$ cat src/hdl/im_pkg.sv
`default_nettype none

package im_pkg;

	// datapath widths
	localparam int IMG_W       = 8;
	localparam int STEP_W      = 32;
	localparam int WB_DW       = 32;
	localparam int ADR_W       = 10;
	localparam int LUT_DEPTH   = 256;
	localparam int LUT_AW      = $clog2(LUT_DEPTH);
	localparam int FRAME_DELAY = 3;
	localparam int FRAME_CNT_W = $clog2(FRAME_DELAY + 1);

	// word addresses
	localparam logic [ADR_W-1:0] REG_CTRL     = 10'd0;
	localparam logic [ADR_W-1:0] REG_STATUS   = 10'd1;
	localparam logic [ADR_W-1:0] REG_IMG_DST  = 10'd2;
	localparam logic [ADR_W-1:0] REG_IMG_TOL  = 10'd3;
	localparam logic [ADR_W-1:0] REG_SPEED    = 10'd4;
	localparam logic [ADR_W-1:0] REG_STEP     = 10'd5;
	localparam logic [ADR_W-1:0] REG_POSITION = 10'd6;
	localparam logic [ADR_W-1:0] LUT_BASE     = 10'd256;

	typedef enum logic {MODE_PLAIN, MODE_IMAGE} move_mode_e;

	typedef enum logic [1:0] {IDLE, ARMED, RUNNING, DONE} run_state_e;

	typedef struct packed {
		logic              single_dir;
		logic              dir_back;
		logic              dep_img;
		logic [IMG_W-1:0]  img_dst;
		logic [IMG_W-1:0]  img_tol;
		logic [STEP_W-1:0] speed;
		logic [STEP_W-1:0] step;
	} im_req_t;

	typedef struct packed {
		logic              start;
		logic              stop;
		logic              mod_remain;
		logic [STEP_W-1:0] speed;
		logic [STEP_W-1:0] step;
		logic              dir;
		logic [STEP_W-1:0] new_remain;
	} motor_cmd_t;

	typedef struct packed {
		logic              running;
		logic [STEP_W-1:0] position;
	} motor_sts_t;

	// image guidance only makes sense for a single-direction move
	function automatic move_mode_e req_mode(input im_req_t r);
		return (r.dep_img && r.single_dir) ? MODE_IMAGE : MODE_PLAIN;
	endfunction

endpackage

`default_nettype wire

$ cat src/hdl/im_wb_regs.sv
`default_nettype none

module im_wb_regs import im_pkg::*; (
	input  wire               clk,
	input  wire               resetn,
	input  wire               wb_cyc,
	input  wire               wb_stb,
	input  wire               wb_we,
	input  wire [ADR_W-1:0]   wb_adr,
	input  wire [WB_DW-1:0]   wb_dat_w,
	output logic [WB_DW-1:0]  wb_dat_r,
	output logic              wb_ack,
	output im_req_t           req,
	output logic              go,
	output logic              lut_we,
	output logic [LUT_AW-1:0] lut_waddr,
	output logic [STEP_W-1:0] lut_wdata,
	output logic              lut_re,
	output logic [LUT_AW-1:0] lut_raddr,
	input  wire [STEP_W-1:0]  lut_rdata,
	input  wire motor_sts_t   sts,
	input  wire               exe_done
);
	logic             access;
	logic             in_lut;
	logic             lut_rd_q;
	logic [WB_DW-1:0] reg_rdata;

	// one access per request, ack closes it
	assign access = wb_cyc && wb_stb && !wb_ack;
	assign in_lut = (wb_adr[ADR_W-1:LUT_AW] == LUT_BASE[ADR_W-1:LUT_AW]);

	// table window goes straight to the RAM ports
	assign lut_we    = access && wb_we && in_lut;
	assign lut_waddr = wb_adr[LUT_AW-1:0];
	assign lut_wdata = wb_dat_w;
	assign lut_re    = access && !wb_we && in_lut;
	assign lut_raddr = wb_adr[LUT_AW-1:0];

	// RAM output lands in the ack cycle
	assign wb_dat_r = lut_rd_q ? lut_rdata : reg_rdata;

	always_ff @(posedge clk) begin
		if (!resetn) begin
			wb_ack   <= 1'b0;
			lut_rd_q <= 1'b0;
			go       <= 1'b0;
			req      <= '0;
		end else begin
			wb_ack   <= wb_cyc && wb_stb && !wb_ack;
			lut_rd_q <= lut_re;
			go       <= 1'b0;
			if (access && wb_we) begin
				case (wb_adr)
					REG_CTRL: begin
						go             <= wb_dat_w[0];
						req.single_dir <= wb_dat_w[1];
						req.dir_back   <= wb_dat_w[2];
						req.dep_img    <= wb_dat_w[3];
					end
					REG_IMG_DST: req.img_dst <= wb_dat_w[IMG_W-1:0];
					REG_IMG_TOL: req.img_tol <= wb_dat_w[IMG_W-1:0];
					REG_SPEED:   req.speed   <= wb_dat_w;
					REG_STEP:    req.step    <= wb_dat_w;
					default: ;
				endcase
			end
		end
	end

	// readback, go always reads as zero
	always_ff @(posedge clk) begin
		if (access && !wb_we) begin
			case (wb_adr)
				REG_CTRL:     reg_rdata <= WB_DW'({req.dep_img, req.dir_back, req.single_dir, 1'b0});
				REG_STATUS:   reg_rdata <= WB_DW'({sts.running, exe_done});
				REG_IMG_DST:  reg_rdata <= WB_DW'(req.img_dst);
				REG_IMG_TOL:  reg_rdata <= WB_DW'(req.img_tol);
				REG_SPEED:    reg_rdata <= req.speed;
				REG_STEP:     reg_rdata <= req.step;
				REG_POSITION: reg_rdata <= sts.position;
				default:      reg_rdata <= '0;
			endcase
		end
	end

	// single-cycle ack, master must drop stb before the next access
	ack_one_cycle: assert property (@(posedge clk) disable iff (!resetn)
		wb_ack |=> !wb_ack);

endmodule

`default_nettype wire

$ cat config.mk
export PLATFORM = sky130hd
export DESIGN_NAME = im_wb_regs
export DESIGN_NICKNAME = d
export VERILOG_FILES = /design/src/hdl/im_pkg.sv /design/src/hdl/im_wb_regs.sv
export SDC_FILE = /design/constraint.sdc
export NUM_CORES = 1
export LEC_CHECK = 0
export BUFFER_PORTS_ARGS = -buffer_cell sky130_fd_sc_hd__buf_2
export CORE_UTILIZATION = 43
export CTS_BUF_LIST = sky130_fd_sc_hd__clkbuf_2
export DETAILED_ROUTE_END_ITERATION = 10
export GPL_TIMING_DRIVEN = 0
export PLACE_DENSITY = 0.91
export SYNTH_ARGS = -nofsm -noshare
export SYNTH_HDL_FRONTEND = slang
export SYNTH_SLANG_ARGS = --single-unit
$ cat constraint.sdc
create_clock -name clk -period 2.95 [get_ports clk]
set_clock_uncertainty 0.05 [all_clocks]
set_input_delay 0.885 -clock clk [delete_from_list [all_inputs] [get_ports clk]]
set_output_delay 0.885 -clock clk [all_outputs]
set_load 0.03 [all_outputs]
# Word level (Yosys, flattened, before mapping)
# Cells that the tools add are included.
dict set report op_classes {
  eq_ne 7
  n_reduce_logical 15
  muxes 2
}
# op count
set ops {}
lappend ops {{32-bit one-hot mux with 7 select lines} 1}
lappend ops {{32-bit two-way mux} 1}
lappend ops {{10-bit by 3-bit equality test with 1-bit output (second input constant)} 3}
lappend ops {{10-bit by 2-bit equality test with 1-bit output (second input constant)} 2}
lappend ops {{10-bit by 1-bit equality test with 1-bit output (second input constant)} 1}
lappend ops {{10-bit logical NOT} 1}
lappend ops {{2-bit AND reduction} 5}
lappend ops {{1-bit logical AND} 6}
lappend ops {{3-bit AND reduction} 1}
lappend ops {{2-bit by 1-bit equality test with 1-bit output (second input constant)} 1}
lappend ops {{1-bit logical NOT} 2}
dict set report totals {
  inputBits 113
  reg_bits 118
  output_inout_bits 167
}

# Logic depth before layout (Yosys ltp)
dict set report logic_depth {
  ltp_word 4
  ltp_mapped 8
  ltp_nobuf 4
}

# Worst setup path before layout
# Ideal clock, no wire load.
dict set report synth_path {
  kind {input to register}
  startpoint {input wb_stb}
  endpoint {register reg_rdata[0], enable pin}
  t_arrival_ns 2.384
  setup_slack_ns 0.095
  required_time_ns 2.479
  path_stages 2
  setup_ns 0.421
  n_path_buf 0
  cell_sequence {nand3b_1 > nor2_1}
}
dict set report synth_via {
  elab_chain_cells 3
}
# item line_no
set synth_rtl {}
lappend synth_rtl {{start: declaration} im_wb_regs.sv:7} ;# input wire wb_stb,
lappend synth_rtl {{1-bit logical AND (2 in a row)} im_wb_regs.sv:30} ;# assign access = wb_cyc && wb_stb && !wb_ack;
lappend synth_rtl {{1-bit logical AND} im_wb_regs.sv:73} ;# if (access && !wb_we) begin
lappend synth_rtl {{end signal: assignment} im_wb_regs.sv:75} ;# REG_CTRL: reg_rdata <= WB_DW'({req.dep_img, req.dir_back, req.single_dir, 1'b0});
lappend synth_rtl {{end signal: assignment} im_wb_regs.sv:76} ;# REG_STATUS: reg_rdata <= WB_DW'({sts.running, exe_done});
lappend synth_rtl {{end signal: assignment} im_wb_regs.sv:77} ;# REG_IMG_DST: reg_rdata <= WB_DW'(req.img_dst);
lappend synth_rtl {{end: declaration} im_wb_regs.sv:27} ;# logic [WB_DW-1:0] reg_rdata;
# No other way between the ends.
# A chain may end at the register's enable or synchronous reset.

# Final worst setup path
dict set report layout_path {
  startpoint {register lut_rd_q}
  endpoint {output wb_dat_r[24]}
}
dict set report layout_via {
  elab_chain_cells 1
}
# item line_no
set layout_rtl {}
lappend layout_rtl {{start: declaration} im_wb_regs.sv:26} ;# logic lut_rd_q;
lappend layout_rtl {{start signal: assignment} im_wb_regs.sv:51} ;# lut_rd_q <= lut_re;
lappend layout_rtl {{32-bit two-way mux} im_wb_regs.sv:41} ;# assign wb_dat_r = lut_rd_q ? lut_rdata : reg_rdata;
lappend layout_rtl {{end: declaration} im_wb_regs.sv:11} ;# output logic [WB_DW-1:0] wb_dat_r,
# No other way between the ends.

==> reports/qor.yml <==
status: "finished clean"
grt_max_degree: 33
final_cell_area_um2: 7400
post-route-period-util: 0.945
critPathRequiredTime_ns: 2.02
hpwl_um: 14600
final_nets: 979
antenna_found_initial: 1
synth-async-reset-ratio: 0
cts_made_buffers: 17
remaining_drc_errors: 0
postPlaceCellArea_um2: 7230
start_util: 0.444
grt_pass1_wl_um: 28100
grt-ovfl-total: 0
finalCriticalPeriod_ns: 2.79
ys_top_cells_by_count: "86 x dfxtp_1, 65 x nand3_1, 59 x o21ai_1"
h-tree-depth: 4
hold_violations: 0
end_kind: "output port"
worstHoldPathType: "primary input to flip-flop"
cts_tree: "yes"
ys_ff_latch: 118
die_x_um: 116
pwr-share-seq: 0.578
fmax_mhz: 359
ys_types: 45
combPwrFrac: 0.152
drt_iter0_markers: 682
drive_gt1_frac: 0.449
path_max_fanout: 10
ys_warn_count: 0
dieArea_um2: 13500
instances_no_fill: 1051
syn_to_final_growth_pct: 31.5
synth_ff_type: "dfxtp_1"
fin_util: 0.584
cap_violations: 0
finalWirelength_um: 19000
grt_use_total: 0.282
clk_latency_ns: 0.68
avgSynthCellArea_um2: 9.84
power.density_nw_per_um2: 393
rows: 41
critPathLaunchType: "flip-flop"
via_per_inst: 5.44
synth_nets: 685
criticalPathCategory: "flip-flop to output port"
cts_sinks: 118
synth_edf_count: 32
synthCells: 572
holdWs_ns: 0.407
arrival_ns: 1.85
worstMarginPinSlew_ns: 0.992
first_global_vias: 5367
ir_drop_uv: 243
clk_pin_slew_worst_paths_ns: 0.17
synth_top_cell_by_area: "dfxtp_1"
coreArea_um2: 12700
io_pins: 280
post_cts_buffers: 0
relSlewSlack: 0.337
p_int_w: 0.00206
clockPowerShare: 0.270
die_h_um: 116
synth-seq-area-share: 0.477
yosys-top-cells-area: "dfxtp_1 31%, edfxtp_1 17%, buf_4 7.2%, nand3_1 5.8%, o21ai_1 5.2%"
portBuffers: 276
dr.pass1.iters: 7
vias: 5717
cts_buffer_depth: 2
swShare: 0.292
finalSetupTns_ns: 0
power_leakage_nw: 3.55
gp_congestion: 0.860
wl_per_cell_um: 18.1
rsz0062_at_grt: "false"
slew_violations: 0
synth_top_area_frac: 0.306
placed_cells_incl_taps: 1020
syn-cell-area_um2: 5630
root_buffer: "clkbuf_2"
antenna_left: 0
power.switching_w: 0.000850
yosysMostFrequentCell: "dfxtp_1"
setup_viol: 0
what timing repair did:
action	CTS	global route
endpoints found under the setup margin	30	5
resized for setup	7	3
hold buffers	0	0
critical path, cell delays in order, from the launching register on:
cell and delay (ns):
dfxtp_4 0.43, buf_4 0.21, mux2_1 0.36, buf_2 0.19
per-stage QoR:
stage / total power (W) / setup WS, ns
3_3_place_gp: 0.00215 / -0.711
6_report: 0.00291 / 0.161
5_1_grt: 0.00302 / 0.0319
4_1_cts: 0.00292 / 0.0342
3_5_place_dp: 0.00215 / 0.118
2_1_floorplan: 0.00198 / 0.0948
path summary, 6_finish.rpt:
kind	start	endpoint	slack [ns]	cells past startpoint
max	lut_rd_q	wb_dat_r[24]	0.16	3
min reg2reg	req[65]	req[65]	0.44	2
min	wb_dat_w[24]	req[24]	0.41	3
max reg2reg	wb_ack	req[39]	0.98	5
layout make-up:
cell class / instances / area (um2)
buffer: 93 / 607
timing repair buffer: 276 / 1380
clock buffer: 22 / 110
multi-input combinational: 333 / 2260
clock inverter: 9 / 38.8
sequential: 118 / 2690
tap: 172 / 215
antenna: 1 / 2.50
inverter: 27 / 101
fill: 1114 / 5270
metal layers:
layer | track usage | routed length (um) | up-vias
met5 | 0 | 0 | -
met3 | 0.0778 | 1780 | 60
li1 | - | - | 2623
met4 | 0.162 | 607 | 0
met2 | 0.463 | 9280 | 362
met1 | 0.332 | 7380 | 2672
power groups by stage:
| stage | registers (W) | logic [W] | clock network, W |
|---|---|---|---|
| after floorplan | 0.00171 | 0.000266 | 0 |
| after global placement | 0.00172 | 0.000430 | 0 |
| after detailed placement | 0.00172 | 0.000439 | 0 |
| after CTS | 0.00168 | 0.000440 | 0.000798 |
| after global routing | 0.00168 | 0.000473 | 0.000862 |
| final | 0.00168 | 0.000442 | 0.000785 |
sequential cells by signal, indices dropped and copies added, names as in the netlist:
name       count
go             1
wb_ack         1
lut_rd_q       1
req           83
reg_rdata     32
cell families (layout without fill, tap and decap cells):
logic type / after synthesis / after routing / share of synthesized area
other cells: 0 / 1 / 0
compound gates: 111 / 111 / 0.128
flops: 118 / 118 / 0.477
mux: 64 / 64 / 0.122
simple gates: 158 / 158 / 0.150
buf+inv: 121 / 427 / 0.123
layout by cell type, fill, tap and decap left out, types with 22 or more instances in the layout:
cell      Yosys  routed
buf_2         5     281
dfxtp_1      86      85
nand3_1      65      65
o21ai_1      59      59
buf_4        54      55
nand2_1      54      54
edfxtp_1     32      32
mux2i_1      28      28
inv_1        27      27
a222oi_1     24      24
clkbuf_2      0      22
Note: power is estimated with default switching activity, not from simulation.
