File: src/hdl/im_pkg.sv
`default_nettype none

package im_pkg;

	// datapath widths
	localparam int IMG_W       = 8;
	localparam int STEP_W      = 32;
	localparam int WB_DW       = 32;
	localparam int ADR_W       = 10;
	localparam int LUT_DEPTH   = 256;
	localparam int LUT_AW      = $clog2(LUT_DEPTH);
	localparam int FRAME_DELAY = 3;
	localparam int FRAME_CNT_W = $clog2(FRAME_DELAY + 1);

	// word addresses
	localparam logic [ADR_W-1:0] REG_CTRL     = 10'd0;
	localparam logic [ADR_W-1:0] REG_STATUS   = 10'd1;
	localparam logic [ADR_W-1:0] REG_IMG_DST  = 10'd2;
	localparam logic [ADR_W-1:0] REG_IMG_TOL  = 10'd3;
	localparam logic [ADR_W-1:0] REG_SPEED    = 10'd4;
	localparam logic [ADR_W-1:0] REG_STEP     = 10'd5;
	localparam logic [ADR_W-1:0] REG_POSITION = 10'd6;
	localparam logic [ADR_W-1:0] LUT_BASE     = 10'd256;

	typedef enum logic {MODE_PLAIN, MODE_IMAGE} move_mode_e;

	typedef enum logic [1:0] {IDLE, ARMED, RUNNING, DONE} run_state_e;

	typedef struct packed {
		logic              single_dir;
		logic              dir_back;
		logic              dep_img;
		logic [IMG_W-1:0]  img_dst;
		logic [IMG_W-1:0]  img_tol;
		logic [STEP_W-1:0] speed;
		logic [STEP_W-1:0] step;
	} im_req_t;

	typedef struct packed {
		logic              start;
		logic              stop;
		logic              mod_remain;
		logic [STEP_W-1:0] speed;
		logic [STEP_W-1:0] step;
		logic              dir;
		logic [STEP_W-1:0] new_remain;
	} motor_cmd_t;

	typedef struct packed {
		logic              running;
		logic [STEP_W-1:0] position;
	} motor_sts_t;

	// image guidance only makes sense for a single-direction move
	function automatic move_mode_e req_mode(input im_req_t r);
		return (r.dep_img && r.single_dir) ? MODE_IMAGE : MODE_PLAIN;
	endfunction

endpackage

`default_nettype wire

File: src/hdl/im_ctl.sv
`default_nettype none

module im_ctl import im_pkg::*; (
	input  wire               clk,
	input  wire               resetn,
	input  wire im_req_t      req,
	input  wire               go,
	input  wire               img_pulse,
	input  wire               img_valid,
	input  wire [IMG_W-1:0]   img_pos,
	output logic              rd_en,
	output logic [IMG_W-1:0]  rd_addr,
	input  wire [STEP_W-1:0]  rd_data,
	output motor_cmd_t        cmd,
	input  wire motor_sts_t   sts,
	output logic              exe_done
);
	move_mode_e             mode;
	run_state_e             state;
	logic [FRAME_CNT_W-1:0] dly_cnt;
	logic [STEP_W-1:0]      movie_pos;
	logic [5:1]             pen;
	logic [IMG_W:0]         sum_r;
	logic [IMG_W-1:0]       pos_l;
	logic [IMG_W-1:0]       pos_d;
	logic [IMG_W-1:0]       pos_r;
	logic [IMG_W-1:0]       pos_c;
	logic                   val_1;
	logic                   lofl_2;
	logic                   rofr_2;
	logic                   right_2;
	logic [IMG_W-1:0]       err_2;
	logic                   val_2;
	logic                   ok_3;
	logic                   back_3;
	logic                   val_3;
	logic                   ok_4;
	logic                   back_4;
	logic                   val_4;
	logic                   ok_5;
	logic                   over_5;
	logic [STEP_W-1:0]      dst_5;
	logic [STEP_W-1:0]      lut_5;
	logic                   val_5;
	logic                   plain_go;
	logic                   img_start;
	logic                   run_end;
	logic                   decide;
	logic                   at_dst;
	logic [STEP_W-1:0]      gap;
	logic                   start_q;
	logic                   stop_q;
	logic                   mod_q;
	logic                   dyn_adj;
	logic                   run_seen;
	logic [STEP_W-1:0]      speed_q;
	logic [STEP_W-1:0]      step_q;
	logic                   dir_q;
	logic [STEP_W-1:0]      new_remain_q;

	assign mode = req_mode(req);

	// motor position sampled a fixed delay after the exposure pulse
	always_ff @(posedge clk) begin
		if (!resetn)
			dly_cnt <= '0;
		else if (img_pulse)
			dly_cnt <= FRAME_CNT_W'(1);
		else if (dly_cnt == FRAME_CNT_W'(FRAME_DELAY))
			dly_cnt <= '0;
		else if (dly_cnt != '0)
			dly_cnt <= dly_cnt + 1'b1;
	end

	always_ff @(posedge clk) begin
		if (dly_cnt == FRAME_CNT_W'(FRAME_DELAY))
			movie_pos <= sts.position;
	end

	// frame valid, one bit per stage
	always_ff @(posedge clk) begin
		if (!resetn)
			pen <= '0;
		else
			pen <= {pen[4:1], img_pulse && (mode == MODE_IMAGE)};
	end

	// stage 1: tolerance window, clipped to the pixel range
	assign sum_r = {1'b0, req.img_dst} + {1'b0, req.img_tol};

	always_ff @(posedge clk) begin
		if (img_pulse) begin
			pos_l <= (req.img_dst >= req.img_tol) ? req.img_dst - req.img_tol : '0;
			pos_d <= req.img_dst;
			pos_r <= sum_r[IMG_W] ? '1 : sum_r[IMG_W-1:0];
			pos_c <= img_pos;
			val_1 <= img_valid;
		end
	end

	// stage 2: compares and absolute error
	always_ff @(posedge clk) begin
		if (pen[1]) begin
			lofl_2  <= pos_c < pos_l;
			rofr_2  <= pos_c > pos_r;
			right_2 <= pos_c > pos_d;
			err_2   <= (pos_c > pos_d) ? pos_c - pos_d : pos_d - pos_c;
			val_2   <= val_1;
		end
	end

	// stage 3: table lookup
	always_ff @(posedge clk) begin
		if (!resetn)
			rd_en <= 1'b0;
		else
			rd_en <= pen[2];
	end

	always_ff @(posedge clk) begin
		if (pen[2]) begin
			rd_addr <= err_2;
			ok_3    <= !lofl_2 && !rofr_2;
			back_3  <= right_2;
			val_3   <= val_2;
		end
	end

	// stage 4: flags wait for the RAM
	always_ff @(posedge clk) begin
		if (pen[3]) begin
			ok_4   <= ok_3;
			back_4 <= back_3;
			val_4  <= val_3;
		end
	end

	// stage 5: motor target from captured position and table entry
	always_ff @(posedge clk) begin
		if (pen[4]) begin
			ok_5   <= ok_4;
			over_5 <= !ok_4 && (back_4 != req.dir_back);
			dst_5  <= back_4 ? movie_pos - rd_data : movie_pos + rd_data;
			lut_5  <= rd_data;
			val_5  <= val_4;
		end
	end

	// decision stage
	assign plain_go  = go && (mode == MODE_PLAIN);
	assign img_start = !go && (state == ARMED) && pen[5] && !sts.running && !ok_5 && !over_5;
	assign run_end   = !go && (state == RUNNING) && run_seen && !sts.running;
	assign decide    = !go && (state == RUNNING) && pen[5] && sts.running;

	// positions may go below zero when moving back
	assign at_dst = dir_q ? ($signed(sts.position) <= $signed(dst_5)) :
	                        ($signed(sts.position) >= $signed(dst_5));
	assign gap    = dir_q ? sts.position - dst_5 : dst_5 - sts.position;

	always_ff @(posedge clk) begin
		if (!resetn) begin
			state    <= IDLE;
			start_q  <= 1'b0;
			stop_q   <= 1'b0;
			mod_q    <= 1'b0;
			dyn_adj  <= 1'b0;
			run_seen <= 1'b0;
			exe_done <= 1'b0;
		end else begin
			start_q <= plain_go || img_start;
			stop_q  <= decide && at_dst && !stop_q;
			mod_q   <= decide && !at_dst && dyn_adj && !mod_q;
			if (go) begin
				exe_done <= 1'b0;
				run_seen <= 1'b0;
				dyn_adj  <= 1'b0;
				state    <= (mode == MODE_PLAIN) ? RUNNING : ARMED;
			end else if (img_start) begin
				// no valid image position means run open ended and trim later
				dyn_adj <= !val_5;
				state   <= RUNNING;
			end else if (run_end) begin
				exe_done <= 1'b1;
				state    <= DONE;
			end else if (sts.running) begin
				run_seen <= 1'b1;
			end
		end
	end

	always_ff @(posedge clk) begin
		if (plain_go || img_start) begin
			speed_q <= req.speed;
			dir_q   <= req.dir_back;
			step_q  <= plain_go ? req.step : (val_5 ? lut_5 : '0);
		end
		if (decide && !at_dst)
			new_remain_q <= gap;
	end

	assign cmd = '{
		start:      start_q,
		stop:       stop_q,
		mod_remain: mod_q,
		speed:      speed_q,
		step:       step_q,
		dir:        dir_q,
		new_remain: new_remain_q
	};

	start_stop_excl: assert property (@(posedge clk) disable iff (!resetn)
		!(cmd.start && cmd.stop));

endmodule

`default_nettype wire

File: config.mk
export PLATFORM = sky130hd
export DESIGN_NAME = im_ctl
export DESIGN_NICKNAME = d
export VERILOG_FILES = /design/src/hdl/im_pkg.sv /design/src/hdl/im_ctl.sv
export SDC_FILE = /design/constraint.sdc
export NUM_CORES = 1
export LEC_CHECK = 0
export ABC_AREA = 1
export BUFFER_PORTS_ARGS = -buffer_cell sky130_fd_sc_hd__buf_4
export CORE_MARGIN = 4
export CORE_UTILIZATION = 26
export CTS_CLUSTER_DIAMETER = 120
export DETAILED_ROUTE_END_ITERATION = 8
export PLACE_DENSITY_LB_ADDON = 0.12
export SLEW_MARGIN = 25
export SYNTH_ARGS = -nofsm -noshare
export SYNTH_HDL_FRONTEND = slang
export SYNTH_SLANG_ARGS = --single-unit
File: constraint.sdc
create_clock -name clk -period 4.81 [get_ports clk]
set_input_delay 0.7215 -clock clk [delete_from_list [all_inputs] [get_ports clk]]
set_output_delay 0.7215 -clock clk [all_outputs]
set_load 0.01 [all_outputs]
==> After elaboration in Yosys (flattened, before gate mapping) <==
Cells that the tools add are included.
{ "totals": {"output_inout_bits": 110, "ff_bits": 271, "word_cells": 114, "inputBits": 161} }
{ "classes": {"mux": 14, "n_reduce_logical": 39, "n_eq_ne": 4, "n_lt_le_gt_ge": 6, "addsub": 9, "bitwise": 4} }
{ "ops": {"columns": ["op", "n"], "rows": [
  ["2-to-1 mux 32 bit", 4],
  ["subtractor 32 bit", 3],
  ["adder 32 bit", 1],
  [">= comparator 32 bit", 1],
  ["<= comparator 32 bit", 1],
  ["subtractor 8 bit", 3],
  ["logical AND 1 bit", 20],
  ["> comparator 8 bit", 2],
  ["zero test 1 bit", 11],
  ["adder 8 x 8 -> 9 bit", 1],
  [">= comparator 8 bit", 1],
  ["< comparator 8 bit", 1],
  ["2-to-1 mux 2 bit", 4],
  ["2-to-1 mux 8 bit", 1],
  ["nonzero test 3 bit", 2],
  ["2-to-1 mux 1 bit", 5],
  ["== test 2 bit (second input constant)", 2],
  ["NOT 1 bit", 4],
  ["AND reduction 3 bit", 1],
  ["OR reduction 3 bit", 1],
  ["adder 2 x 1 -> 2 bit (second input constant)", 1],
  ["== test 2 x 1 -> 1 bit (second input constant)", 1],
  ["AND reduction 2 bit", 1],
  ["nonzero test 2 bit", 1],
  ["3 further kinds", 3]
]} }

==> Longest topological paths before layout <==
{ "depth": {"depth_word": 8, "mapped_depth": 20, "ltp_nobuf": 20} }

==> Worst setup path after synthesis <==
No wires, ideal clock.
{ "synth_path": {"path_type": "in2reg", "start": "in rd_data[1]", "end": "reg dst_5[31] (data pin)", "setup_time_ps": 252, "cell_stages": 18, "path_buffers": 0, "slack_ps": 1559, "arrival_ps": 2999, "required_time_ps": 4558, "path_cell_list": "inv_1 -> ha_1 -> nand3_1 -> nor2_1 -> nand2_1 -> nor3_1 -> nand3_1 -> nand2_1 -> o21ai_0 -> xor2_1 -> ha_1 -> nand2_1 -> nor2_1 -> inv_1 -> nor4_1 -> a21oi_1 -> nand2_1 -> nand2_1"} }
{ "synth_between": {"elab_chain_len": 2, "word_cells_on_any_way": 3, "classes_between": "2 x add/sub; 1 x mux"} }
{ "synth_lines": {"columns": ["item", "line", "rtl"], "rows": [
  ["start, declared", "im_ctl.sv:13", "input wire [STEP_W-1:0] rd_data,"],
  ["adder 32 bit / subtractor 32 bit (equally long branches)", "im_ctl.sv:143", "dst_5 <= back_4 ? movie_pos - rd_data : movie_pos + rd_data;"],
  ["2-to-1 mux 32 bit *", "im_ctl.sv:143", null],
  ["end signal, assigned", "im_ctl.sv:143", null],
  ["end, declared", "im_ctl.sv:42", "logic [STEP_W-1:0] dst_5;"]
]} }
Mark *: on every way between the ends. The rest lies on a longest branch, timed or not.
A chain may end at the register's enable or synchronous reset.

==> Worst setup path after layout <==
{ "layout_path": {"start": "in rd_data[1]", "end": "reg dst_5[27] (data pin)"} }
Same word-level chain as after synthesis.

==> flow_summary.ini <==
[drt]
firstDrtPassIters = 6
first_iter_violations = 1143
wl_per_cell_um = 18.2
wirelength_um = 61200
routed_via_density = 4.58
drc_errors = 0
detail-route-antenna-nets = 0
vias = 15343

[yosys]
synthTopCellsByArea = edfxtp_1, nand2_1, ha_1
synth_ff_type = edfxtp_1
synth-seq-cells = 270
synthCells = 2171
syn_area_um2 = 17900
ys_seq_area_share_pct = 44.4
ys_warn_count = 0
synth_common_cells = nand2_1, inv_1, edfxtp_1, nand3_1
yosysUniqueCellTypes = 47
synthArstFlopShare_pct = 0
yosys.area.top_type = edfxtp_1
synth_edf_count = 255
yosys.area.top_type_share_pct = 42.7
synth.most_common_cell = nand2_1
syn_nets = 2482
avgSynthCellArea_um2 = 8.26

[clock_network]
ctsResizeCount = 0
clockBufferDepth = 3
cts_root_buffer = clkbuf_16
cts_tree = yes
clk_latency_ns = 0.55
hold_buffers = 0
clkTransAtPathRegs_ns = 0.06
post_cts_buffers = 0
htreeDepth = 2
clock_sinks = 270
numCtsBuffers = 35

[sta]
setup_tns_ns = 0
fin_skew_ns = 0.0274
worst_pin_slew_ns = 0.946
fin_crit_ns = 3.66
hold_viol_final = 0
final-max-slew-violation-count = 0
clock.fmax_ghz = 0.274
finalSetupViolations = 0
period_share_pct = 76.0
timing.slew.headroom_pct = 36.9
rsz0062_at_grt = no
whs_ns = 0.360

[power]
p_switching_mw = 1.78
seqPwrFrac_pct = 42.0
p_leak_nw = 10.4
p_int_mw = 4.71
power_frac_clock_pct = 40.7
p_per_area_nw_per_um2 = 294
p_comb_share_pct = 17.2
p_total_mw = 6.49
vdd_drop_max_v = 0.000216
sw_frac_of_total_pct = 27.4

[floorplanning]
fp.dieW_um = 271
ios = 271
core_area_um2 = 67800
die_y_um = 271
placementRows = 95
dieArea_um2 = 73200
start_util_pct = 26.5

[outcome]
status = completed

[grt]
antenna_found_initial = 10
grt_pass1_vias = 15084
grt_overflow = 0
grt_max_degree = 38
grt_first_pass_wirelength_um = 91500
track_usage_pct = 16.2

[worst_setup_path]
cp_cell_sequence = buf_4 > inv_1 > ha_1 > nand3_1 > nor2_1 > nand2_1 > nor3_1 > nand3_1 > nand2_1 > o21ai_0 > xor2_1 > ha_1 > nand2_1 > nor2_1 > inv_1 > nor2_1 > nand3_1 > nand3_1 > nand2_1
cp.required_ns = 5.10
r2r-start = back_4
worst_path_largest_cell_delay_ns = 0.38
end_kind = register
crit_family = simple AND/OR/NAND/NOR gates
regToRegEndpoint = dst_5[17]
critical_path.max_fanout = 5
start_kind = input pin
crit_arrival_ns = 3.95
crit_buf_inv = 3
rr_worst_depth = 14
critPathKind = input pin to register
reg2reg_slack_ns = 1.41
crit_slowest_cell = ha_1

[cells_and_area]
fin_nets = 2758
syn2layout_area_growth_pct = 23.3
fillers = 7276
drive_above_1_share_pct = 15.5
finish.utilization_pct = 32.6

[hold_path]
hold_path_startpoint = img_pos[5]
hold_class = input pin to register
min_to = pos_c[5]
hold_depth = 1

[placed_design]
place.gp.congestion = 0.892
dp_hpwl_um = 50400
io_buffers = 270

[job]
cap_violations = 0
## per-layer routing
metal / wire [um] / part of all wire [%] / global-route usage (%)
met1: 25500 / 42 / 20.0
met2: 31000 / 51 / 29.4
met3: 3750 / 6.1 / 3.33
met4: 898 / 1.5 / 3.04
met5: 65 / 0.11 / 0
## power by group through the flow
stage,sequential (mW),combinational (mW),clock [mW]
floorplan,2.78,0.671,0
global placement,2.78,1.13,0
detailed placement,2.78,1.13,0
CTS,2.73,1.13,2.76
global route,2.73,1.26,2.83
finish,2.73,1.12,2.64
## flip-flops by register name, summed over array words and instances (netlist names), 32 cells and up
name,cells
dst_5,32
new_remain_q,32
speed_q,32
movie_pos,32
lut_5,32
step_q,32
## logic make-up (layout without fill, tap and decap cells)
group,Yosys count,after routing,share of synthesized area (%)
flip-flops,270,270,44.4
AO/OA/AOI/OAI,284,284,8.76
adder cells (fa/ha/maj),150,150,10.8
AND/OR/NAND/NOR,982,982,23.1
multiplexers,3,3,0.168
XOR/XNOR,89,89,4.35
buffers and inverters,393,695,8.47
other,0,5,0
## how the worst max path moves through the flow
| stage | from | endpoint | depth (start not counted) |
|---|---|---|---|
| 2_1_floorplan | rd_data[1] | dst_5[31] | 18 |
| 6_report | rd_data[1] | dst_5[27] | 19 |
| 3_5_place_dp | rd_data[1] | dst_5[17] | 17 |
| 5_1_grt | rd_data[0] | dst_5[26] | 19 |
| 4_1_cts | rd_data[1] | dst_5[26] | 19 |
| 3_3_place_gp | rd_data[1] | dst_5[17] | 17 |
## through the flow
| step | instances | cell area (um^2) | worst slack, ns |
|---|---|---|---|
| floorplan | 2171 | 17900 | 1.56 |
| global placement | 3283 | 20900 | 0.764 |
| detailed placement | 3283 | 20900 | 0.776 |
| CTS | 3346 | 22100 | 1.33 |
| global route | 3346 | 22100 | 0.936 |
| finish | 3351 | 22100 | 1.15 |
## layout by cell type (no fill, tap or decap), types with 3 or more instances in the layout
master	synthesis	final
a21oi_1	141	141
a31oi_1	7	7
clkbuf_16	0	36
clkinv_1	1	5
nor4_1	4	4
nand3b_1	5	5
a21o_1	13	13
nor2_2	11	11
edfxtp_1	255	255
o21a_1	5	5
nor3_1	26	26
xnor2_1	24	24
ha_1	143	143
o21ai_1	11	11
nor3_2	3	3
nand3_1	148	148
buf_4	5	282
o21ai_0	79	79
fa_1	7	7
mux2i_1	3	3
clkinv_4	0	3
inv_1	344	344
nand2_1	592	591
nor2_4	5	5
dfxtp_1	15	14
xor2_1	65	65
bufinv_16	0	4
clkinv_2	0	7
nand4_1	24	24
o21ai_2	4	4
diode_2	0	5
nand2_2	13	14
clkbuf_1	15	6
and2_1	3	3
inv_2	5	5
nor2_1	143	143
o21bai_1	11	11
## area by class of cell
cell class	instances	area [um^2]	area share [%]
Tap cell	873	1090	4.94
Inverter	350	1310	5.95
Timing Repair Buffer	282	2120	9.58
Sequential cell	270	7960	36.0
Clock inverter	21	229	1.04
Multi-Input combinational cell	1508	8450	38.2
Antenna cell	5	12.5	0.0566
Clock buffer	42	923	4.18
Note: power is estimated with default switching activity, not from simulation.
