### config.mk
export PLATFORM = sky130hd
export DESIGN_NAME = step_drive
export DESIGN_NICKNAME = d
export VERILOG_FILES = /design/src/hdl/im_pkg.sv /design/src/hdl/step_drive.sv
export SDC_FILE = /design/constraint.sdc
export NUM_CORES = 1
export LEC_CHECK = 0
export ABC_AREA = 1
export BUFFER_PORTS_ARGS = -buffer_cell sky130_fd_sc_hd__clkbuf_2
export CAP_MARGIN = 5
export CORE_ASPECT_RATIO = 0.8
export CORE_UTILIZATION = 30
export DETAILED_ROUTE_END_ITERATION = 8
export SLEW_MARGIN = 30
export SYNTH_ARGS = -nofsm -noshare
export SYNTH_HDL_FRONTEND = slang
export SYNTH_SLANG_ARGS = --single-unit
### constraint.sdc
create_clock -name clk -period 2.93 [get_ports clk]
set_input_delay 0.4395 -clock clk [delete_from_list [all_inputs] [get_ports clk]]
set_output_delay 0.4395 -clock clk [all_outputs]
set_load 0.02 [all_outputs]
### src/hdl/im_pkg.sv
`default_nettype none

package im_pkg;

	// datapath widths
	localparam int IMG_W       = 8;
	localparam int STEP_W      = 32;
	localparam int WB_DW       = 32;
	localparam int ADR_W       = 10;
	localparam int LUT_DEPTH   = 256;
	localparam int LUT_AW      = $clog2(LUT_DEPTH);
	localparam int FRAME_DELAY = 3;
	localparam int FRAME_CNT_W = $clog2(FRAME_DELAY + 1);

	// word addresses
	localparam logic [ADR_W-1:0] REG_CTRL     = 10'd0;
	localparam logic [ADR_W-1:0] REG_STATUS   = 10'd1;
	localparam logic [ADR_W-1:0] REG_IMG_DST  = 10'd2;
	localparam logic [ADR_W-1:0] REG_IMG_TOL  = 10'd3;
	localparam logic [ADR_W-1:0] REG_SPEED    = 10'd4;
	localparam logic [ADR_W-1:0] REG_STEP     = 10'd5;
	localparam logic [ADR_W-1:0] REG_POSITION = 10'd6;
	localparam logic [ADR_W-1:0] LUT_BASE     = 10'd256;

	typedef enum logic {MODE_PLAIN, MODE_IMAGE} move_mode_e;

	typedef enum logic [1:0] {IDLE, ARMED, RUNNING, DONE} run_state_e;

	typedef struct packed {
		logic              single_dir;
		logic              dir_back;
		logic              dep_img;
		logic [IMG_W-1:0]  img_dst;
		logic [IMG_W-1:0]  img_tol;
		logic [STEP_W-1:0] speed;
		logic [STEP_W-1:0] step;
	} im_req_t;

	typedef struct packed {
		logic              start;
		logic              stop;
		logic              mod_remain;
		logic [STEP_W-1:0] speed;
		logic [STEP_W-1:0] step;
		logic              dir;
		logic [STEP_W-1:0] new_remain;
	} motor_cmd_t;

	typedef struct packed {
		logic              running;
		logic [STEP_W-1:0] position;
	} motor_sts_t;

	// image guidance only makes sense for a single-direction move
	function automatic move_mode_e req_mode(input im_req_t r);
		return (r.dep_img && r.single_dir) ? MODE_IMAGE : MODE_PLAIN;
	endfunction

endpackage

`default_nettype wire

### src/hdl/step_drive.sv
`default_nettype none

module step_drive import im_pkg::*; (
	input  wire              clk,
	input  wire              resetn,
	input  wire motor_cmd_t  cmd,
	output motor_sts_t       sts,
	output logic             step_out,
	output logic             dir_out
);
	logic              running;
	logic              unlimited;
	logic [STEP_W-1:0] position;
	logic [STEP_W-1:0] remain;
	logic [STEP_W-1:0] period;
	logic [STEP_W-1:0] div_cnt;
	logic              tick;

	assign tick = running && (div_cnt == period - 1'b1);

	// at least two cycles per step so each pulse has a low phase
	always_ff @(posedge clk) begin
		if (cmd.start)
			period <= (cmd.speed < STEP_W'(2)) ? STEP_W'(2) : cmd.speed;
	end

	always_ff @(posedge clk) begin
		if (!resetn) begin
			running   <= 1'b0;
			unlimited <= 1'b0;
			position  <= '0;
			remain    <= '0;
			div_cnt   <= '0;
			step_out  <= 1'b0;
			dir_out   <= 1'b0;
		end else begin
			step_out <= 1'b0;
			if (cmd.start) begin
				running   <= 1'b1;
				unlimited <= (cmd.step == '0);
				remain    <= cmd.step;
				dir_out   <= cmd.dir;
				div_cnt   <= '0;
			end else if (cmd.stop) begin
				running <= 1'b0;
			end else if (running) begin
				if (tick) begin
					div_cnt  <= '0;
					step_out <= 1'b1;
					position <= dir_out ? position - 1'b1 : position + 1'b1;
					if (!unlimited) begin
						remain <= remain - 1'b1;
						if (remain == STEP_W'(1))
							running <= 1'b0;
					end
				end else begin
					div_cnt <= div_cnt + 1'b1;
				end
				// trim overrides the countdown
				if (cmd.mod_remain) begin
					unlimited <= 1'b0;
					remain    <= cmd.new_remain;
					running   <= (cmd.new_remain != '0);
				end
			end
		end
	end

	assign sts = '{running: running, position: position};

	pos_on_step: assert property (@(posedge clk) disable iff (!resetn)
		!$stable(position) |-> step_out);

endmodule

`default_nettype wire

# Word-level counts from Yosys, hierarchy flattened
# Cells that the tools add are included.
# totals
output_inout_bits	35
register_bits	132
input_bits	102
elab_cells	54
# op_classes
reduce_logical	12
eq_ne	4
bitwise_logic	4
add_sub_neg	5
magnitude_cmp	1
n_mux	20
# ops
operator	n
2-to-1 mux 32 bit	8
subtractor 32 x 1 -> 32 bit, second input constant	3
adder 32 x 1 -> 32 bit, second input constant	2
equality test 32 x 1 -> 1 bit, second input constant	1
equality test 32 bit	1
zero test 32 bit	1
less-than comparator 32 x 2 -> 1 bit, second input constant	1
nonzero test 32 bit	1
2-to-1 mux 1 bit	12
AND reduction 4 bit	2
inverter 1 bit	4
nonzero test 2 bit	2
OR reduction 4 bit	1
!= test 3 bit, second input constant	1
AND reduction 3 bit	1
nonzero test 3 bit	1
!= test 2 x 1 -> 1 bit, second input constant	1
AND reduction 2 bit	1
OR reduction 2 bit	1
logical AND 1 bit	1

# Longest topological paths before layout
# Gate-level depths: netlist (run 1).
# logic_depth
ltp_word	8
depth_mapped	22
depth_no_buf	21

# Worst setup path before layout (run 1)
# Ideal clock, no wire load.
# synth_path
kind	reg-to-reg
from	reg dir_out
to	reg position[30]
setup_ns	0.113
synth_period_minus_slack_ns	2.942
path_buffers	0
required_time_ns	2.817
slack_ns	-0.012
stages_incl_launch_ff	14
arrival_ns	2.829
cell_sequence	dfxtp_1 inv_1 fa_1 o21ai_0 nand2_1 nand2_1 nand2_1 nand2_1 a21oi_1 or3_1 nand3_1 nand2_1 nor2_1 nor2_1
# synth_via
elab_chain_cells	1
# synth_lines
item	line_no	rtl
start: declaration	step_drive.sv:9	output logic dir_out
start signal: assignment	step_drive.sv:42	dir_out <= cmd.dir;
2-to-1 mux 32 bit	step_drive.sv:50	position <= dir_out ? position - 1'b1 : position + 1'b1;
end signal: assignment	step_drive.sv:50	
end: declaration	step_drive.sv:13	logic [STEP_W-1:0] position;
# Every way passes these cells.
# A chain may end at the register's enable or synchronous reset.

# Worst setup path in the final report (run 1)
# layout_path
from	reg position[1]
to	reg position[28]
# layout_via
elab_chain_cells	2
word_cells_on_any_way	3
cone_classes	2 x add/sub; 1 x mux
# layout_lines
item	line_no
adder 32 x 1 -> 32 bit or subtractor 32 x 1 -> 32 bit (tied branches)	step_drive.sv:50
2-to-1 mux 32 bit *	step_drive.sv:50
# Mark *: on every way between the ends. The rest lies on a longest branch, timed or not.

==> results of run 1 <==
-- logic make-up after synthesis --
kind of cell	Yosys count
and+or+nand+nor	980
buffers and inverters	275
adders and majority gates	35
AOI/OAI and AO/OA	178
DFF	132
xor gates and xnor gates	89
muxes	17
-- sequential cells by signal, indices dropped and copies added (netlist names) --
| signal | count |
|---|---|
| position | 32 |
| unlimited | 1 |
| step_out | 1 |
| remain | 32 |
| period | 32 |
| dir_out | 1 |
| div_cnt | 32 |
| running | 1 |
-- metrics by stage --
step                std cells  hold slack (ps)  setup slack [ps]  instance area, um^2   util
global placement         2286              478               151                12100  0.338
detailed placement       2286              476              34.6                12100  0.338
floorplan                1706              445               355                10900      -
CTS                      2317              169              27.5                12800  0.357
finish                   2322              195               187                12900  0.360
global route             2322              174              2.92                12900  0.360
-- how the worst max path moves through the flow --
stage / endpoint / slack [ps] / depth (start not counted)
after floorplan: position[30] / 360 / 13
after global placement: remain[11] / 150 / 17
after detailed placement: remain[9] / 30 / 17
after CTS: remain[9] / 30 / 17
after global routing: position[20] / 3 / 14
final: position[28] / 190 / 13
-- final cells by class --
| type | instances | area (um^2) |
|---|---|---|
| inverter | 203 | 767 |
| sequential | 132 | 2970 |
| clock buffer | 20 | 489 |
| fill | 3915 | 22900 |
| tap | 480 | 601 |
| multi-input combinational | 1302 | 6900 |
| timing repair buffer | 173 | 1000 |
| clock inverter | 11 | 170 |
| antenna | 1 | 2.50 |
-- synth_stat cells (all sizes together) (4+ instances only) --
library cell,count,share of area
o21bai,8,0.0055
nor2,285,0.12
o211ai,4,0.0027
xnor2,28,0.022
a21o,6,0.0041
nand2,439,0.15
nand4,61,0.036
o21ai,58,0.027
o21a,4,0.0027
buf,20,0.016
nor3,30,0.014
inv,200,0.069
a21oi,80,0.037
nor4,30,0.017
dfxtp,100,0.18
nand3b,8,0.0055
edfxtp,32,0.088
nand3,113,0.055
ha,34,0.039
a31oi,7,0.0040
clkbuf,52,0.018
or2,8,0.0046
mux2i,17,0.016
xor2,61,0.049
-- worst register-to-register path, stage by stage, from the launching register on --
cell and delay, ps:
dfxtp_1 430, inv_1 110, fa_1 480, o21ai_0 310, nand2_1 80, nand2_1 140, a21oi_1 110, o21bai_1 370
nand2_1 160, nand2_1 90, nand2_1 50, nand2_1 70, nand4_1 100, a21oi_1 160
-- per-layer routing --
metal / GRT usage / share of wire / up-vias
met4: 0.0653 / 0.023 / 0
met1: 0.263 / 0.49 / 5113
met3: 0.0296 / 0.052 / 45
met5: 0 / 0 / -
li1: - / - / 5785
met2: 0.288 / 0.43 / 307
-- power by group through the flow --
stage	sequential, mW	clock, mW	combinational [mW]
4_1_cts	2.04	2.51	0.896
6_report	2.04	2.45	0.914
3_5_place_dp	2.08	0	0.890
5_1_grt	2.05	2.58	1.02
3_3_place_gp	2.08	0	0.881
2_1_floorplan	2.06	0	0.624
-- repair_timing --
item | CTS | global route
endpoints found under the setup margin | 0 | 95
setup buffers | 0 | 1
resized for setup | 0 | 17
==> results.json, run 1 <==
{
  "num_rows": 62,
  "dieArea_mm2": 0.0372,
  "grt_pass1_vias": 10700,
  "ioPinCount": 137,
  "drv_cap": 0,
  "grt_max_degree": 64,
  "start_util": 0.305,
  "route.vias.total": 11300,
  "skew_ps": 14.2,
  "clockBufferDepth": 2,
  "status": "finished, final reports clean",
  "place.gp.congestion": 0.953,
  "clkSinkCount": 132,
  "r2r_slack_ps": 190,
  "vdd_drop_max_v": 0.000325,
  "synth_area_per_cell_um2": 6.40,
  "drt-initial-drc-count": 697,
  "grt_use_total": 0.187,
  "synth_area_mm2": 0.0109,
  "r2r_cells": 13,
  "cp_slowest_cell": "fa_1",
  "crit_required_ps": 3290,
  "yosysSeqAreaShare": 0.271,
  "finalHoldViolations": 0,
  "rsz0062_at_grt": "no",
  "synth.net_count": 1843,
  "critPathCaptureType": "flip-flop",
  "p_sw_frac": 0.292,
  "critical_path.top_delay_family": "compound AO/OA/AOI/OAI gates",
  "cp_num_buf_inv": 1,
  "p_int_mw": 3.82,
  "clk_root_buffer_cell": "clkbuf_16",
  "drc_errors": 0,
  "power_frac_clock": 0.453,
  "p_sw_mw": 1.57,
  "worstPathArrival_ps": 3100,
  "min_period_ps": 2740,
  "avgViaCountPerCell": 4.84,
  "synth-xor-area-share": 0.0714,
  "synth_cells": 1706,
  "ant_nets": 0,
  "drv_slew": 0,
  "worstSetupStartpoint": "position[1]",
  "grt_overflow": 0,
  "synth.mux.area_fraction": 0.0156,
  "synthDistinctLibCells": 55,
  "synth_flop_cell": "dfxtp_1",
  "drt_pass1_iterations": 5,
  "layout_common_cells": "427 x nand2_1, 223 x nor2_1, 187 x inv_1",
  "finalSetupViolations": 0,
  "slowest_delay_ps": 480,
  "leakage_nw": 6.01,
  "maxSlewHeadroom": 0.418,
  "worstSetupStartpointType": "flip-flop",
  "avgRoutedWirePerCell_um": 15.1,
  "antenna_found_initial": 1,
  "synth_top_family_by_area": "simple AND/OR/NAND/NOR gates",
  "async_reset_ff_frac": 0,
  "r2r_start": "position[1]",
  "worstMarginPinSlew_ps": 873,
  "cp_max_fo": 3,
  "combPwrFrac": 0.169,
  "synth_compound_area_frac": 0.0904,
  "syn2layout_area_growth_pct": 18.0,
  "max_freq_mhz": 365,
  "cts_hold_buf": 0,
  "hold_end": "period[19]",
  "clk_pin_slew_ps": 70,
  "timing.rr.end": "position[28]",
  "layout-drive-gt1-share": 0.168,
  "min_from": "cmd[84]",
  "p_seq_frac": 0.378,
  "io_buffer_count": 136,
  "grt_pass1_wl_um": 55500,
  "hpwl_um": 27100,
  "cts.htree.levels": 4,
  "power_density_mw_per_mm2": 419,
  "cts-buffers-inserted": 17,
  "tritoncts": "built",
  "setup_tns_ps": 0,
  "synthSimpleGateAreaFrac": 0.407,
  "synthAdderAreaFrac": 0.0408,
  "synth-edff-count": 32,
  "final_common_cell": "nand2_1",
  "die_h_um": 173,
  "finalPower_mw": 5.40,
  "crit_type": "flip-flop to flip-flop",
  "fin_crit_sh": 0.936,
  "wl_um": 35000,
  "path_cells": "inv_1 > fa_1 > o21ai_0 > nand2_1 > nand2_1 > a21oi_1 > o21bai_1 > nand2_1 > nand2_1 > nand2_1 > nand2_1 > nand4_1 > a21oi_1",
  "ys_ff_latch": 132,
  "cp_common_cell": "nand2_1",
  "whs_path_depth": 1,
  "num-nets-final": 1966,
  "clk_latency_ps": 440,
  "die_w_um": 215,
  "core-area_mm2": 0.0358,
  "hold_path_class": "input port to flip-flop",
  "synth-warning-count": 0
}
Note: power is estimated with default switching activity, not from simulation.
==> inputs of run 2 (changes only) <==
ABC_AREA = 0   (was 1)
==> run 2 against run 1 <==
Against the previous run:
- the flow now finishes with violations (setup timing)
- combinational power shrank 8.5%
- area after synthesis fell by 18%
- flip-flop and latch count did not move
- critical path depth increased by 1
- clock skew rose by 1.6 ps
- count of clock-buffer cells in the layout decreased by 1
- critical endpoint is now remain[0]
- die area is 17% lower
- sequential power hardly changed
- sequential share of layout area increased by 0.68 points
- cell count is 25% lower
- worst hold slack lost 1.3 ps
==> results.json, run 2 <==
{
  "tritoncts": "built",
  "num_rows": 56,
  "cp_common_cell": "buf_6",
  "min_period_ps": 3760,
  "synth_area_mm2": 0.00900,
  "worstSetupStartpointType": "flip-flop",
  "hold_path_class": "input port to flip-flop",
  "slowest_delay_ps": 560,
  "synth_cells": 1115,
  "grt_pass1_wl_um": 44600,
  "cp_max_fo": 9,
  "clk_root_buffer_cell": "clkbuf_16",
  "cp_slowest_cell": "or4_4",
  "cts-buffers-inserted": 17,
  "route.vias.total": 9123,
  "fin_crit_sh": 1.28,
  "core-area_mm2": 0.0294,
  "clockBufferDepth": 2,
  "dp_slack_ps": -916,
  "synth_flop_cell": "dfxtp_1",
  "power_frac_clock": 0.427,
  "crit_type": "flip-flop to flip-flop",
  "antenna_found_initial": 1,
  "crit_required_ps": 3220,
  "yosysSeqAreaShare": 0.329,
  "drt_pass1_iterations": 5,
  "drv_cap": 0,
  "dieArea_mm2": 0.0307,
  "yosysMostFrequentCell": "nor2_1",
  "worstPathArrival_ps": 4060,
  "clkSinkCount": 132,
  "io_buffer_count": 136,
  "power_density_mw_per_mm2": 396,
  "synth-edff-count": 32,
  "synth_area_leaders": "dfxtp_1 22%, edfxtp_1 11%, xnor2_1 6.4%",
  "die_w_um": 196,
  "wl_um": 28500,
  "clk_latency_ps": 440,
  "finalHoldViolations": 0,
  "ioPinCount": 137,
  "die_h_um": 157,
  "combPwrFrac": 0.169,
  "synth.net_count": 1252,
  "ys_ff_latch": 132,
  "drt-initial-drc-count": 520,
  "async_reset_ff_frac": 0,
  "layout_common_cells": "137 x buf_4, 136 x clkbuf_2, 112 x nor2_1",
  "leakage_nw": 5.33,
  "synth_top_area_share": 0.222,
  "maxSlewHeadroom": 0.552,
  "p_int_mw": 3.58,
  "drv_slew": 0,
  "netlist_top_cells_count": "126 x nor2_1, 100 x dfxtp_1, 81 x nand2_1",
  "drc_errors": 0,
  "p_seq_frac": 0.405,
  "clk_pin_slew_ps": 60,
  "cts.htree.levels": 4,
  "path_cells": "or4_4 > or4_4 > buf_6 > or3_4 > a21o_1 > a31oi_2 > a211o_1 > nor3_4 > a32oi_4 > buf_6 > buf_6 > buf_12 > mux2i_1 > a31oi_1",
  "skew_ps": 15.8,
  "violations": "setup timing",
  "start_util": 0.306,
  "worstMarginPinSlew_ps": 666,
  "vdd_drop_max_v": 0.000422,
  "synth_area_per_cell_um2": 8.07,
  "p_sw_frac": 0.279,
  "synth_largest_area_cell": "dfxtp_1",
  "place.gp.congestion": 0.881,
  "max_freq_mhz": 266,
  "final_common_cell": "buf_4",
  "finalSetupViolations": 98,
  "final_util": 0.425,
  "critPathCaptureType": "flip-flop",
  "ant_nets": 0,
  "layout-drive-gt1-share": 0.308,
  "grt_use_total": 0.183,
  "avgRoutedWirePerCell_um": 16.3,
  "synthDistinctLibCells": 68,
  "p_sw_mw": 1.38,
  "antenna_cells": 0,
  "avgViaCountPerCell": 5.21,
  "grt_overflow": 0,
  "worst_slack_ps": -834,
  "synth-warning-count": 0,
  "setup_tns_ps": -64880,
  "num-nets-final": 1498,
  "status": "finished with violations",
  "cts_hold_buf": 0,
  "rsz0062_at_grt": "yes",
  "syn2layout_area_growth_pct": 39.1,
  "hpwl_um": 21100,
  "grt_max_degree": 41,
  "grt_pass1_vias": 8586
}
run 2: changes by cell type after synthesis, sizes merged, moves of 15 or more:
| cell | delta |
|---|---|
| inv | -176 |
| mux2i | +24 |
| nand2 | -358 |
| nand3 | -78 |
| xnor2 | +38 |
| nand4 | -38 |
| clkbuf | +17 |
| or4 | +15 |
| nor2 | -159 |
| o21ai | +16 |
run 2: layout make-up:
type	count	area, um^2
clock buffers	19	433
clock inverters	13	136
repair buffers	305	2250
inverters	25	93.8
flip-flops and latches	132	2960
fillers	2953	16900
multi-input cells	880	6170
well taps	377	472
run 2: worst max-delay path, delay by kind of cell (launching register included):
kind | cells | cell delay (ps)
simple gates | 4 | 1520
buf+inv | 4 | 530
mux | 1 | 180
flops | 1 | 380
compound gates | 5 | 1020
run 2: cell families (layout without fill, tap and decap cells):
group | Yosys count | in the layout | share of synthesized area
compound gates | 242 | 242 | 0.165
xor+xnor | 115 | 115 | 0.112
fa+ha+maj | 35 | 35 | 0.0495
buf+inv | 103 | 362 | 0.0443
flops | 132 | 132 | 0.329
mux | 43 | 43 | 0.0481
simple gates | 445 | 445 | 0.252
run 2: per-stage QoR:
| stage | hold slack [ps] | area (um^2) | power, mW | cells |
|---|---|---|---|---|
| 2_1_floorplan | 433 | 9220 | 2.46 | 1115 |
| 3_3_place_gp | 448 | 11100 | 2.79 | 1692 |
| 3_5_place_dp | 451 | 11100 | 2.80 | 1692 |
| 4_1_cts | 176 | 12200 | 4.97 | 1740 |
| 5_1_grt | 179 | 12500 | 5.17 | 1751 |
| 6_report | 193 | 12500 | 4.96 | 1751 |
run 2: final timing paths:
kind | slack (ps) | depth (start not counted) | end | start
min | 190 | 1 | period[15] | cmd[80]
max reg2reg | -830 | 14 | remain[0] | period[7]
max | -830 | 14 | remain[0] | period[7]
min reg2reg | 490 | 2 | remain[27] | remain[27]
run 2: timing repair:
action	CTS	global route
pin swaps	24	17
setup buffers	15	10
gates cloned	4	3
resized for setup	59	45
setup endpoints to repair	98	98
run 2: power by group through the flow:
| stage | logic [mW] | registers (mW) | clock network [mW] |
|---|---|---|---|
| final | 0.836 | 2.01 | 2.12 |
| after CTS | 0.802 | 2.01 | 2.16 |
| after floorplan | 0.411 | 2.05 | 0 |
| after global placement | 0.746 | 2.04 | 0 |
| after global routing | 0.911 | 2.02 | 2.24 |
| after detailed placement | 0.755 | 2.04 | 0 |
run 2: routing by layer:
metal,vias to the layer above,global-route usage,share of wire
met2,258,0.274,0.42
met1,4283,0.265,0.51
li1,4543,-,-
met3,39,0.0309,0.055
met4,0,0.0610,0.018
met5,-,0,0
